**src/source/ctl_bus_pkg.sv**
```systemverilog
package ctl_bus_pkg;

    localparam int WORD_W = 16;
    localparam int ADDR_W = 8;

    localparam logic [ADDR_W-1:0] ADDR_CTL_FLAG      = 8'h00;
    localparam logic [ADDR_W-1:0] ADDR_FPGA_STATE    = 8'h01;
    localparam logic [ADDR_W-1:0] ADDR_VERSION_MAJOR = 8'h02;
    localparam logic [ADDR_W-1:0] ADDR_VERSION_MINOR = 8'h03;

    localparam logic [ADDR_W-1:0] SILENCER_BASE_ADDR = 8'h50; // Five consecutive words
    localparam logic [ADDR_W-1:0] SYNC_BASE_ADDR     = 8'h60; // Four consecutive words

    localparam int unsigned CTL_FLAG_SILENCER_SET = 2;
    localparam int unsigned CTL_FLAG_SYNC_SET     = 5;
    localparam int unsigned CTL_FLAG_FORCE_FAN    = 13;

    typedef struct packed {
        logic              we;
        logic [ADDR_W-1:0] addr;
        logic [WORD_W-1:0] wdata;
    } ctl_req_t;

    // Harmless filler for cycles without a real request
    localparam ctl_req_t CTL_REQ_IDLE = '{
        we:    1'b0,
        addr:  ADDR_CTL_FLAG,
        wdata: '0
    };

    typedef enum logic [1:0] {
        TAG_CTL_FLAG,
        TAG_SILENCER,
        TAG_SYNC
    } read_tag_t;

    typedef struct packed {
        logic       valid;
        read_tag_t  tag;
        logic [2:0] idx;    // Word index inside the settings group
    } read_return_t;

    typedef struct packed {
        logic [11:0] reserved;
        logic        stm_cycle_zero;
        logic        stm_segment;
        logic        mod_segment;
        logic        thermo;    // Bit 0
    } fpga_state_t;

endpackage

```
**src/source/settings_pkg.sv**
```systemverilog
package settings_pkg;

    // Word 0 of the group is the last member, so it sits in the low bits
    typedef struct packed {
        logic [15:0] completion_steps_phase;
        logic [15:0] completion_steps_intensity;
        logic [15:0] update_rate_phase;
        logic [15:0] update_rate_intensity;
        logic [15:0] mode;
    } silencer_settings_t;

    typedef struct packed {
        logic [63:0] ecat_sync_time;    // Word 0 holds bits 15:0
    } sync_settings_t;

    localparam logic [15:0] SILENCER_MODE_FIXED_COMPLETION_STEPS = 16'd0;
    localparam logic [15:0] SILENCER_MODE_FIXED_UPDATE_RATE      = 16'd1;

    localparam silencer_settings_t SILENCER_DEFAULTS = '{
        completion_steps_phase:     16'd40,
        completion_steps_intensity: 16'd10,
        update_rate_phase:          16'd256,
        update_rate_intensity:      16'd256,
        mode:                       SILENCER_MODE_FIXED_COMPLETION_STEPS
    };

    localparam sync_settings_t SYNC_DEFAULTS = '{
        ecat_sync_time: 64'd0
    };

endpackage

```
**src/source/read_return_tracker.sv**
```systemverilog
`timescale 1ns/10ps

module read_return_tracker
    import ctl_bus_pkg::*;
#(
    parameter int READ_LATENCY = 2
) (
    input  logic         CLK,
    input  logic         rst_n,
    input  read_return_t tag_req,
    output read_return_t rd_return
);

    logic [READ_LATENCY-1:0] valid_q;
    read_tag_t               tag_q [READ_LATENCY];
    logic [2:0]              idx_q [READ_LATENCY];

    always_ff @(posedge CLK or negedge rst_n) begin
        if (!rst_n) begin
            valid_q <= '0;
        end else begin
            valid_q[0] <= tag_req.valid;
            for (int i = 1; i < READ_LATENCY; i++) begin
                valid_q[i] <= valid_q[i-1];
            end
        end
    end

    // Tag and index only mean something while the matching valid bit is set
    always_ff @(posedge CLK) begin
        tag_q[0] <= tag_req.tag;
        idx_q[0] <= tag_req.idx;
        for (int i = 1; i < READ_LATENCY; i++) begin
            tag_q[i] <= tag_q[i-1];
            idx_q[i] <= idx_q[i-1];
        end
    end

    assign rd_return = '{
        valid: valid_q[READ_LATENCY-1],
        tag:   tag_q[READ_LATENCY-1],
        idx:   idx_q[READ_LATENCY-1]
    };

    a_latency_min: assert property (@(posedge CLK) READ_LATENCY >= 1)
        else $error("READ_LATENCY must be at least 1");

endmodule

```
**src/source/settings_loader.sv**
```systemverilog
`timescale 1ns/10ps

module settings_loader
    import ctl_bus_pkg::*;
#(
    parameter type       payload_t  = logic [WORD_W-1:0],
    parameter read_tag_t LOADER_TAG = TAG_SILENCER,
    parameter payload_t  DEFAULTS   = '0
) (
    input  logic              CLK,
    input  logic              rst_n,
    input  read_return_t      rd_return,
    input  logic [WORD_W-1:0] mem_rdata,
    output payload_t          settings,
    output logic              update
);

    localparam int WORD_COUNT = $bits(payload_t) / WORD_W;

    logic hit;
    logic last_word;

    assign hit       = rd_return.valid && (rd_return.tag == LOADER_TAG);
    assign last_word = (rd_return.idx == 3'(WORD_COUNT - 1));

    always_ff @(posedge CLK or negedge rst_n) begin
        if (!rst_n) begin
            settings <= DEFAULTS;
            update   <= 1'b0;
        end else begin
            update <= hit && last_word; // Lines up with the last word landing in settings
            if (hit) begin
                settings[rd_return.idx * WORD_W +: WORD_W] <= mem_rdata;
            end
        end
    end

    // The sequencer sizes its burst from the same type, so an index past the end
    // means the two sides disagree on the group
    a_idx_range: assert property (
        @(posedge CLK) disable iff (!rst_n)
        hit |-> (rd_return.idx < WORD_COUNT)
    ) else $error("Read index %0d beyond %0d words", rd_return.idx, WORD_COUNT);

    a_whole_words: assert property (@(posedge CLK) ($bits(payload_t) % WORD_W) == 0)
        else $error("Payload of %0d bits is not a whole number of words", $bits(payload_t));

endmodule

```
**src/source/ctl_bus_sequencer.sv**
```systemverilog
`timescale 1ns/10ps

module ctl_bus_sequencer
    import ctl_bus_pkg::*;
    import settings_pkg::*;
#(
    parameter logic [WORD_W-1:0] VERSION_MAJOR = 16'h00a0,
    parameter logic [WORD_W-1:0] VERSION_MINOR = 16'h0003
) (
    input  logic              CLK,
    input  logic              rst_n,
    input  logic              thermo,
    input  logic              stm_segment,
    input  logic              mod_segment,
    input  logic [WORD_W-1:0] stm_cycle,
    input  logic [WORD_W-1:0] mem_rdata,
    input  read_return_t      rd_return,
    output ctl_req_t          mem_req,
    output read_return_t      tag_req,
    output logic              force_fan
);

    localparam int SILENCER_WORDS = $bits(silencer_settings_t) / WORD_W;
    localparam int SYNC_WORDS     = $bits(sync_settings_t) / WORD_W;

    typedef enum logic [3:0] {
        ST_VER_MINOR,
        ST_VER_MAJOR,
        ST_POLL_RD,
        ST_POLL_WR,
        ST_POLL_WAIT,
        ST_DECIDE,
        ST_BURST,
        ST_FLAG_WB,
        ST_STATUS_WB
    } state_t;

    state_t            state;
    logic [WORD_W-1:0] ctl_flags;
    logic              flags_fresh;   // Flag word of the current poll has come back
    read_tag_t         burst_tag;
    logic [ADDR_W-1:0] burst_base;
    logic [2:0]        burst_idx;
    logic [2:0]        burst_last;
    fpga_state_t       status;

    function automatic ctl_req_t rd_req(input logic [ADDR_W-1:0] address);
        rd_req = '{we: 1'b0, addr: address, wdata: '0};
    endfunction

    function automatic ctl_req_t wr_req(input logic [ADDR_W-1:0] address,
                                        input logic [WORD_W-1:0] data);
        wr_req = '{we: 1'b1, addr: address, wdata: data};
    endfunction

    function automatic read_return_t rd_tag(input read_tag_t t, input logic [2:0] i);
        rd_tag = '{valid: 1'b1, tag: t, idx: i};
    endfunction

    assign status = '{
        reserved:       '0,
        stm_cycle_zero: (stm_cycle == '0),
        stm_segment:    stm_segment,
        mod_segment:    mod_segment,
        thermo:         thermo
    };

    assign force_fan = ctl_flags[CTL_FLAG_FORCE_FAN];

    always_ff @(posedge CLK or negedge rst_n) begin
        if (!rst_n) begin
            state       <= ST_VER_MINOR;
            mem_req     <= CTL_REQ_IDLE;
            tag_req     <= '0;
            ctl_flags   <= '0;
            flags_fresh <= 1'b0;
            burst_tag   <= TAG_CTL_FLAG;
            burst_base  <= '0;
            burst_idx   <= '0;
            burst_last  <= '0;
        end else begin
            mem_req <= CTL_REQ_IDLE;
            tag_req <= '0;

            if (rd_return.valid && (rd_return.tag == TAG_CTL_FLAG)) begin
                ctl_flags   <= mem_rdata;
                flags_fresh <= 1'b1;
            end

            case (state)
                ST_VER_MINOR: begin
                    mem_req <= wr_req(ADDR_VERSION_MINOR, VERSION_MINOR);
                    state   <= ST_VER_MAJOR;
                end
                ST_VER_MAJOR: begin
                    mem_req <= wr_req(ADDR_VERSION_MAJOR, VERSION_MAJOR);
                    state   <= ST_POLL_RD;
                end
                ST_POLL_RD: begin
                    mem_req     <= rd_req(ADDR_CTL_FLAG);
                    tag_req     <= rd_tag(TAG_CTL_FLAG, 3'd0);
                    flags_fresh <= 1'b0;
                    state       <= ST_POLL_WR;
                end
                ST_POLL_WR: begin
                    mem_req <= wr_req(ADDR_FPGA_STATE, status);
                    state   <= ST_POLL_WAIT;
                end
                ST_POLL_WAIT: begin
                    state <= ST_DECIDE;
                end
                ST_DECIDE: begin
                    // Stays here until the flag word is back, whatever the latency
                    if (flags_fresh) begin
                        burst_idx <= '0;
                        if (ctl_flags[CTL_FLAG_SILENCER_SET]) begin
                            ctl_flags[CTL_FLAG_SILENCER_SET] <= 1'b0;
                            burst_tag  <= TAG_SILENCER;
                            burst_base <= SILENCER_BASE_ADDR;
                            burst_last <= 3'(SILENCER_WORDS - 1);
                            state      <= ST_BURST;
                        end else if (ctl_flags[CTL_FLAG_SYNC_SET]) begin
                            ctl_flags[CTL_FLAG_SYNC_SET] <= 1'b0;
                            burst_tag  <= TAG_SYNC;
                            burst_base <= SYNC_BASE_ADDR;
                            burst_last <= 3'(SYNC_WORDS - 1);
                            state      <= ST_BURST;
                        end else begin
                            mem_req     <= rd_req(ADDR_CTL_FLAG); // Next poll starts at once
                            tag_req     <= rd_tag(TAG_CTL_FLAG, 3'd0);
                            flags_fresh <= 1'b0;
                            state       <= ST_POLL_WR;
                        end
                    end
                end
                ST_BURST: begin
                    mem_req   <= rd_req(burst_base + ADDR_W'(burst_idx));
                    tag_req   <= rd_tag(burst_tag, burst_idx);
                    burst_idx <= burst_idx + 3'd1;
                    if (burst_idx == burst_last) begin
                        state <= ST_FLAG_WB;
                    end
                end
                ST_FLAG_WB: begin
                    mem_req <= wr_req(ADDR_CTL_FLAG, ctl_flags); // Served bit already cleared
                    state   <= ST_STATUS_WB;
                end
                ST_STATUS_WB: begin
                    mem_req <= wr_req(ADDR_FPGA_STATE, status);
                    state   <= ST_POLL_RD;
                end
                default: begin
                    state <= ST_POLL_RD;
                end
            endcase
        end
    end

    // The tracker would pair a write cycle with returning data that never comes
    a_no_tag_on_write: assert property (
        @(posedge CLK) disable iff (!rst_n)
        tag_req.valid |-> !mem_req.we
    ) else $error("Read tag issued together with a write");

endmodule

```
**src/source/controller.sv**
```systemverilog
`timescale 1ns/10ps

module controller
    import ctl_bus_pkg::*;
    import settings_pkg::*;
#(
    parameter int                READ_LATENCY  = 2,
    parameter logic [WORD_W-1:0] VERSION_MAJOR = 16'h00a0,
    parameter logic [WORD_W-1:0] VERSION_MINOR = 16'h0003
) (
    input  logic               CLK,
    input  logic               rst_n,
    input  logic               thermo,
    input  logic               stm_segment,
    input  logic               mod_segment,
    input  logic [WORD_W-1:0]  stm_cycle,
    output ctl_req_t           mem_req,
    input  logic [WORD_W-1:0]  mem_rdata,
    output silencer_settings_t silencer_settings,
    output logic               silencer_update,
    output sync_settings_t     sync_settings,
    output logic               sync_update,
    output logic               force_fan
);

    read_return_t tag_req;
    read_return_t rd_return;   // Aligned with mem_rdata

    ctl_bus_sequencer #(
        .VERSION_MAJOR(VERSION_MAJOR),
        .VERSION_MINOR(VERSION_MINOR)
    ) sequencer0 (
        .CLK        (CLK),
        .rst_n      (rst_n),
        .thermo     (thermo),
        .stm_segment(stm_segment),
        .mod_segment(mod_segment),
        .stm_cycle  (stm_cycle),
        .mem_rdata  (mem_rdata),
        .rd_return  (rd_return),
        .mem_req    (mem_req),
        .tag_req    (tag_req),
        .force_fan  (force_fan)
    );

    read_return_tracker #(
        .READ_LATENCY(READ_LATENCY)
    ) tracker0 (
        .CLK      (CLK),
        .rst_n    (rst_n),
        .tag_req  (tag_req),
        .rd_return(rd_return)
    );

    settings_loader #(
        .payload_t (silencer_settings_t),
        .LOADER_TAG(TAG_SILENCER),
        .DEFAULTS  (SILENCER_DEFAULTS)
    ) silencer_loader0 (
        .CLK      (CLK),
        .rst_n    (rst_n),
        .rd_return(rd_return),
        .mem_rdata(mem_rdata),
        .settings (silencer_settings),
        .update   (silencer_update)
    );

    settings_loader #(
        .payload_t (sync_settings_t),
        .LOADER_TAG(TAG_SYNC),
        .DEFAULTS  (SYNC_DEFAULTS)
    ) sync_loader0 (
        .CLK      (CLK),
        .rst_n    (rst_n),
        .rd_return(rd_return),
        .mem_rdata(mem_rdata),
        .settings (sync_settings),
        .update   (sync_update)
    );

endmodule

```
**config.mk**
```make
export PLATFORM = sky130hd
export DESIGN_NAME = controller
export DESIGN_NICKNAME = d
export VERILOG_FILES = /design/src/source/ctl_bus_pkg.sv /design/src/source/settings_pkg.sv /design/src/source/read_return_tracker.sv /design/src/source/settings_loader.sv /design/src/source/ctl_bus_sequencer.sv /design/src/source/controller.sv
export SDC_FILE = /design/constraint.sdc
export NUM_CORES = 1
export LEC_CHECK = 0
export ABC_AREA = 1
export BUFFER_PORTS_ARGS = -buffer_cell sky130_fd_sc_hd__buf_2
export CORE_MARGIN = 3
export CORE_UTILIZATION = 55
export DETAILED_ROUTE_END_ITERATION = 8
export GPL_ROUTABILITY_DRIVEN = 0
export GPL_TIMING_DRIVEN = 0
export PLACE_DENSITY = 0.82
export REMOVE_ABC_BUFFERS = 1
export SYNTH_ARGS = -nofsm -noshare
export SYNTH_HDL_FRONTEND = slang
export SYNTH_SLANG_ARGS = --single-unit
```
**constraint.sdc**
```tcl
create_clock -name CLK -period 3.5 [get_ports CLK]
set_input_delay 0.525 -clock CLK [delete_from_list [all_inputs] [get_ports CLK]]
set_output_delay 0.525 -clock CLK [all_outputs]
set_load 0.02 [all_outputs]
```
==> flow_summary.json <==
{
  "cp_data_required_time_ps": 3890,
  "setup_violations": 0,
  "power_mw": 7.43,
  "cts_tree": "built",
  "ant_nets": 0,
  "netlist_area_um2": 8300,
  "synth_edf_count": 0,
  "placed_cell_area_um2": 9320,
  "crit_slowest_cell": "dfxtp_2",
  "cts_made_buffers": 22,
  "crit_buf_inv": 2,
  "final_area_um2": 10100,
  "p_seq_share_pct": 42.6,
  "power_switching_mw": 2.43,
  "yosysWarnings": 0,
  "core-area_um2": 14600,
  "max_stage_delay_ps": 710,
  "switching_share_pct": 32.8,
  "clockBufferDepth": 3,
  "worst-path-stages": 8,
  "cts_root_buffer": "clkbuf_16",
  "startpoint_type": "flop",
  "r2r_start": "tracker0.idx_q[0][3]",
  "multi_input_area_um2": 2540,
  "drive_above_1_share_pct": 28.2,
  "clk_pin_slew_ps": 60,
  "critPathMaxFanout": 32,
  "violations": "hold timing",
  "syn-instance-count": 856,
  "nets": 1091,
  "avgViaCountPerCell": 5.25,
  "arrival_ps": 3350,
  "area_growth_pct": 22.1,
  "wl_per_cell_um": 16.8,
  "grtUsageTotal_pct": 25.2,
  "p_int_mw": 4.99,
  "skew_ps": 7.31,
  "grt_pass1_vias": 6383,
  "detail_route.first_pass.iterations": 5,
  "overflow": 0,
  "grt_start_max_net_pins": 124,
  "cp_cell_sequence": "inv_2 > ha_1 > ha_1 > nor2_4 > inv_4 > nor2_4 > nand4_2 > o21ai_1",
  "reg2reg_slack_ps": 540,
  "period_minus_slack_ps": 2960,
  "clkLatencyLatePin_ps": 490,
  "dp_slack_ps": 177,
  "synth.yosys.seq_area_share_pct": 63.1,
  "drtIter0Drc": 498,
  "endpoint_kind": "flop",
  "ys.flop_type": "dfrtp_1",
  "routed_wl_um": 20900,
  "io_buffer_count": 206,
  "drv_slew": 0,
  "layout_setup_ws_ps": 538,
  "worst_slew_pin_slew_ps": 1250,
  "rows": 44,
  "worstSetupPathType": "reg2reg",
  "max-slew-margin-rel_pct": 16.6,
  "ys_ff_latch": 211,
  "vias": 6546,
  "antenna_found_initial": 0,
  "grt_pass1_wl_um": 33400,
  "clock.fmax_mhz": 338,
  "cts_setup_buffers": 0,
  "num_antenna_cells": 0,
  "fin_crit_sh_pct": 84.6,
  "synth_cell_types": 34,
  "pwr-share-comb_pct": 23.4,
  "power_density_nw_per_um2": 733,
  "die_x_um": 129,
  "path_delay_family": "simple AND/OR/NAND/NOR gates",
  "clock_sinks": 211,
  "seq_area_um2": 5240,
  "worst_hold_slack_ps": -10.5,
  "rsz0062_at_grt": "no",
  "start_util_pct": 56.7,
  "drv_cap": 0,
  "postSynthAreaPerCell_um2": 9.69,
  "die-area_um2": 16600,
  "hold_buffers": 0,
  "status": "finished, violations left",
  "pin_count": 209,
  "hpwl_um": 13900,
  "final.setup.tns_ps": 0,
  "ff2ff_path_depth": 8,
  "cts_max_level": 1,
  "drcViolationCount": 0,
  "hp-class": "in2async",
  "die_y_um": 129,
  "async_flop_share_pct": 95.3,
  "timing.rr.end": "silencer_loader0.settings[64]",
  "p_leak_nw": 5.08,
  "vdd_drop_max_uv": 509,
  "fillerInstances": 1153,
  "hold_violations": 6,
  "clkPwrFrac_pct": 34.0,
  "cts_resized": 0
}
[layout make-up]
class                      count  area share [%]
sequential                   211            51.7
multi-input combinational    541            25.1
timing repair buffer         207            10.6
clock buffer                  30            6.34
inverter                      65            2.43
tap                          184            2.27
clock inverter                10            1.58
[kinds of logic after synthesis]
kind of cell    share of synthesized area, %
xor+xnor                               0.106
other cells                           0.0452
compound gates                          11.3
buf+inv                                 6.29
flops                                   63.1
fa+ha+maj                              0.905
simple gates                            18.3
[power groups by stage]
| stage | sequential [mW] | clock, mW | combinational [mW] |
|---|---|---|---|
| 2_1_floorplan | 3.46 | 0 | 0.804 |
| 5_1_grt | 3.22 | 2.67 | 1.94 |
| 6_report | 3.16 | 2.53 | 1.74 |
| 3_5_place_dp | 3.18 | 0 | 1.73 |
| 4_1_cts | 3.16 | 2.56 | 1.75 |
| 3_3_place_gp | 3.17 | 0 | 1.68 |
[how the worst max path moves through the flow]
stage	startpoint	end	slack, ps
after CTS	tracker0.idx_q[0][3]	silencer_loader0.settings[78]	150
after floorplan	tracker0.idx_q[0][3]	silencer_loader0.settings[64]	1060
final	tracker0.idx_q[0][3]	silencer_loader0.settings[64]	540
after global placement	rst_n	sequencer0.mem_req[22]	-1340
after global routing	tracker0.idx_q[0][3]	silencer_loader0.settings[77]	360
after detailed placement	tracker0.idx_q[0][3]	silencer_loader0.settings[77]	180
[layout by cell type, fill, tap and decap left out, types with 2 or more instances in the layout]
master,n
ha_1,6
clkbuf_8,4
clkbuf_1,3
nand2_4,3
nand3_1,14
nor2_2,4
a21oi_1,4
o31ai_1,9
o21ai_1,80
clkbuf_16,23
o21ai_0,47
o21ai_2,16
inv_1,55
bufinv_16,4
o31ai_2,2
clkinv_2,4
inv_2,9
o22ai_1,2
nand2_2,6
dfstp_2,6
nand2_1,279
conb_1,2
nor2_1,54
dfrtp_1,195
dfxtp_1,9
buf_2,205
nor2_4,5
[layer usage]
| layer | GRT usage [%] | wire length (um) |
|---|---|---|
| met1 | 34.1 | 8850 |
| met2 | 41.3 | 10100 |
| met3 | 5.56 | 1500 |
| met4 | 7.72 | 526 |
| met5 | 0 | 0 |
[synthesized netlist by cell type, types with 2 or more instances]
cell,n,share of area (%)
nand2_1,279,13
dfrtp_1,195,59
o21ai_1,80,4.8
inv_1,55,2.5
nor2_1,54,2.4
o21ai_0,47,2.8
buf_2,19,1.1
o21ai_2,16,1.7
nand3_1,14,0.84
buf_6,10,1.4
dfxtp_1,10,2.4
inv_2,9,0.41
o31ai_1,9,0.81
buf_4,7,0.63
dfstp_2,6,1.9
ha_1,6,0.90
nand2_2,6,0.45
nor2_4,5,0.68
a21oi_1,4,0.24
clkbuf_1,4,0.18
nor2_2,4,0.30
nand2_4,3,0.41
o22ai_1,2,0.15
o31ai_2,2,0.30
[state kept, by name (all words and copies together), names as in the netlist]
name,cells
silencer_loader0.settings,80
sync_loader0.settings,64
sequencer0.mem_req,22
sequencer0.ctl_flags,16
tracker0.idx_q,6
sequencer0.state,4
sequencer0.tag_req,4
tracker0.tag_q,4
sequencer0.burst_idx,3
tracker0.valid_q,2
sequencer0.burst_base,1
sequencer0.burst_last,1
sequencer0.burst_tag,1
sequencer0.flags_fresh,1
silencer_loader0.update,1
sync_loader0.update,1
[stage by stage]
step | hold WS, ps | util [%] | instances
final | -10.5 | 69.2 | 1248
after global routing | 42.8 | 69.2 | 1248
after CTS | 28.1 | 69.1 | 1248
after detailed placement | 312 | 63.7 | 1208
after global placement | 311 | 63.4 | 1207
after floorplan | 229 | - | 817
No activity file was read; power rests on OpenSTA's default activity.
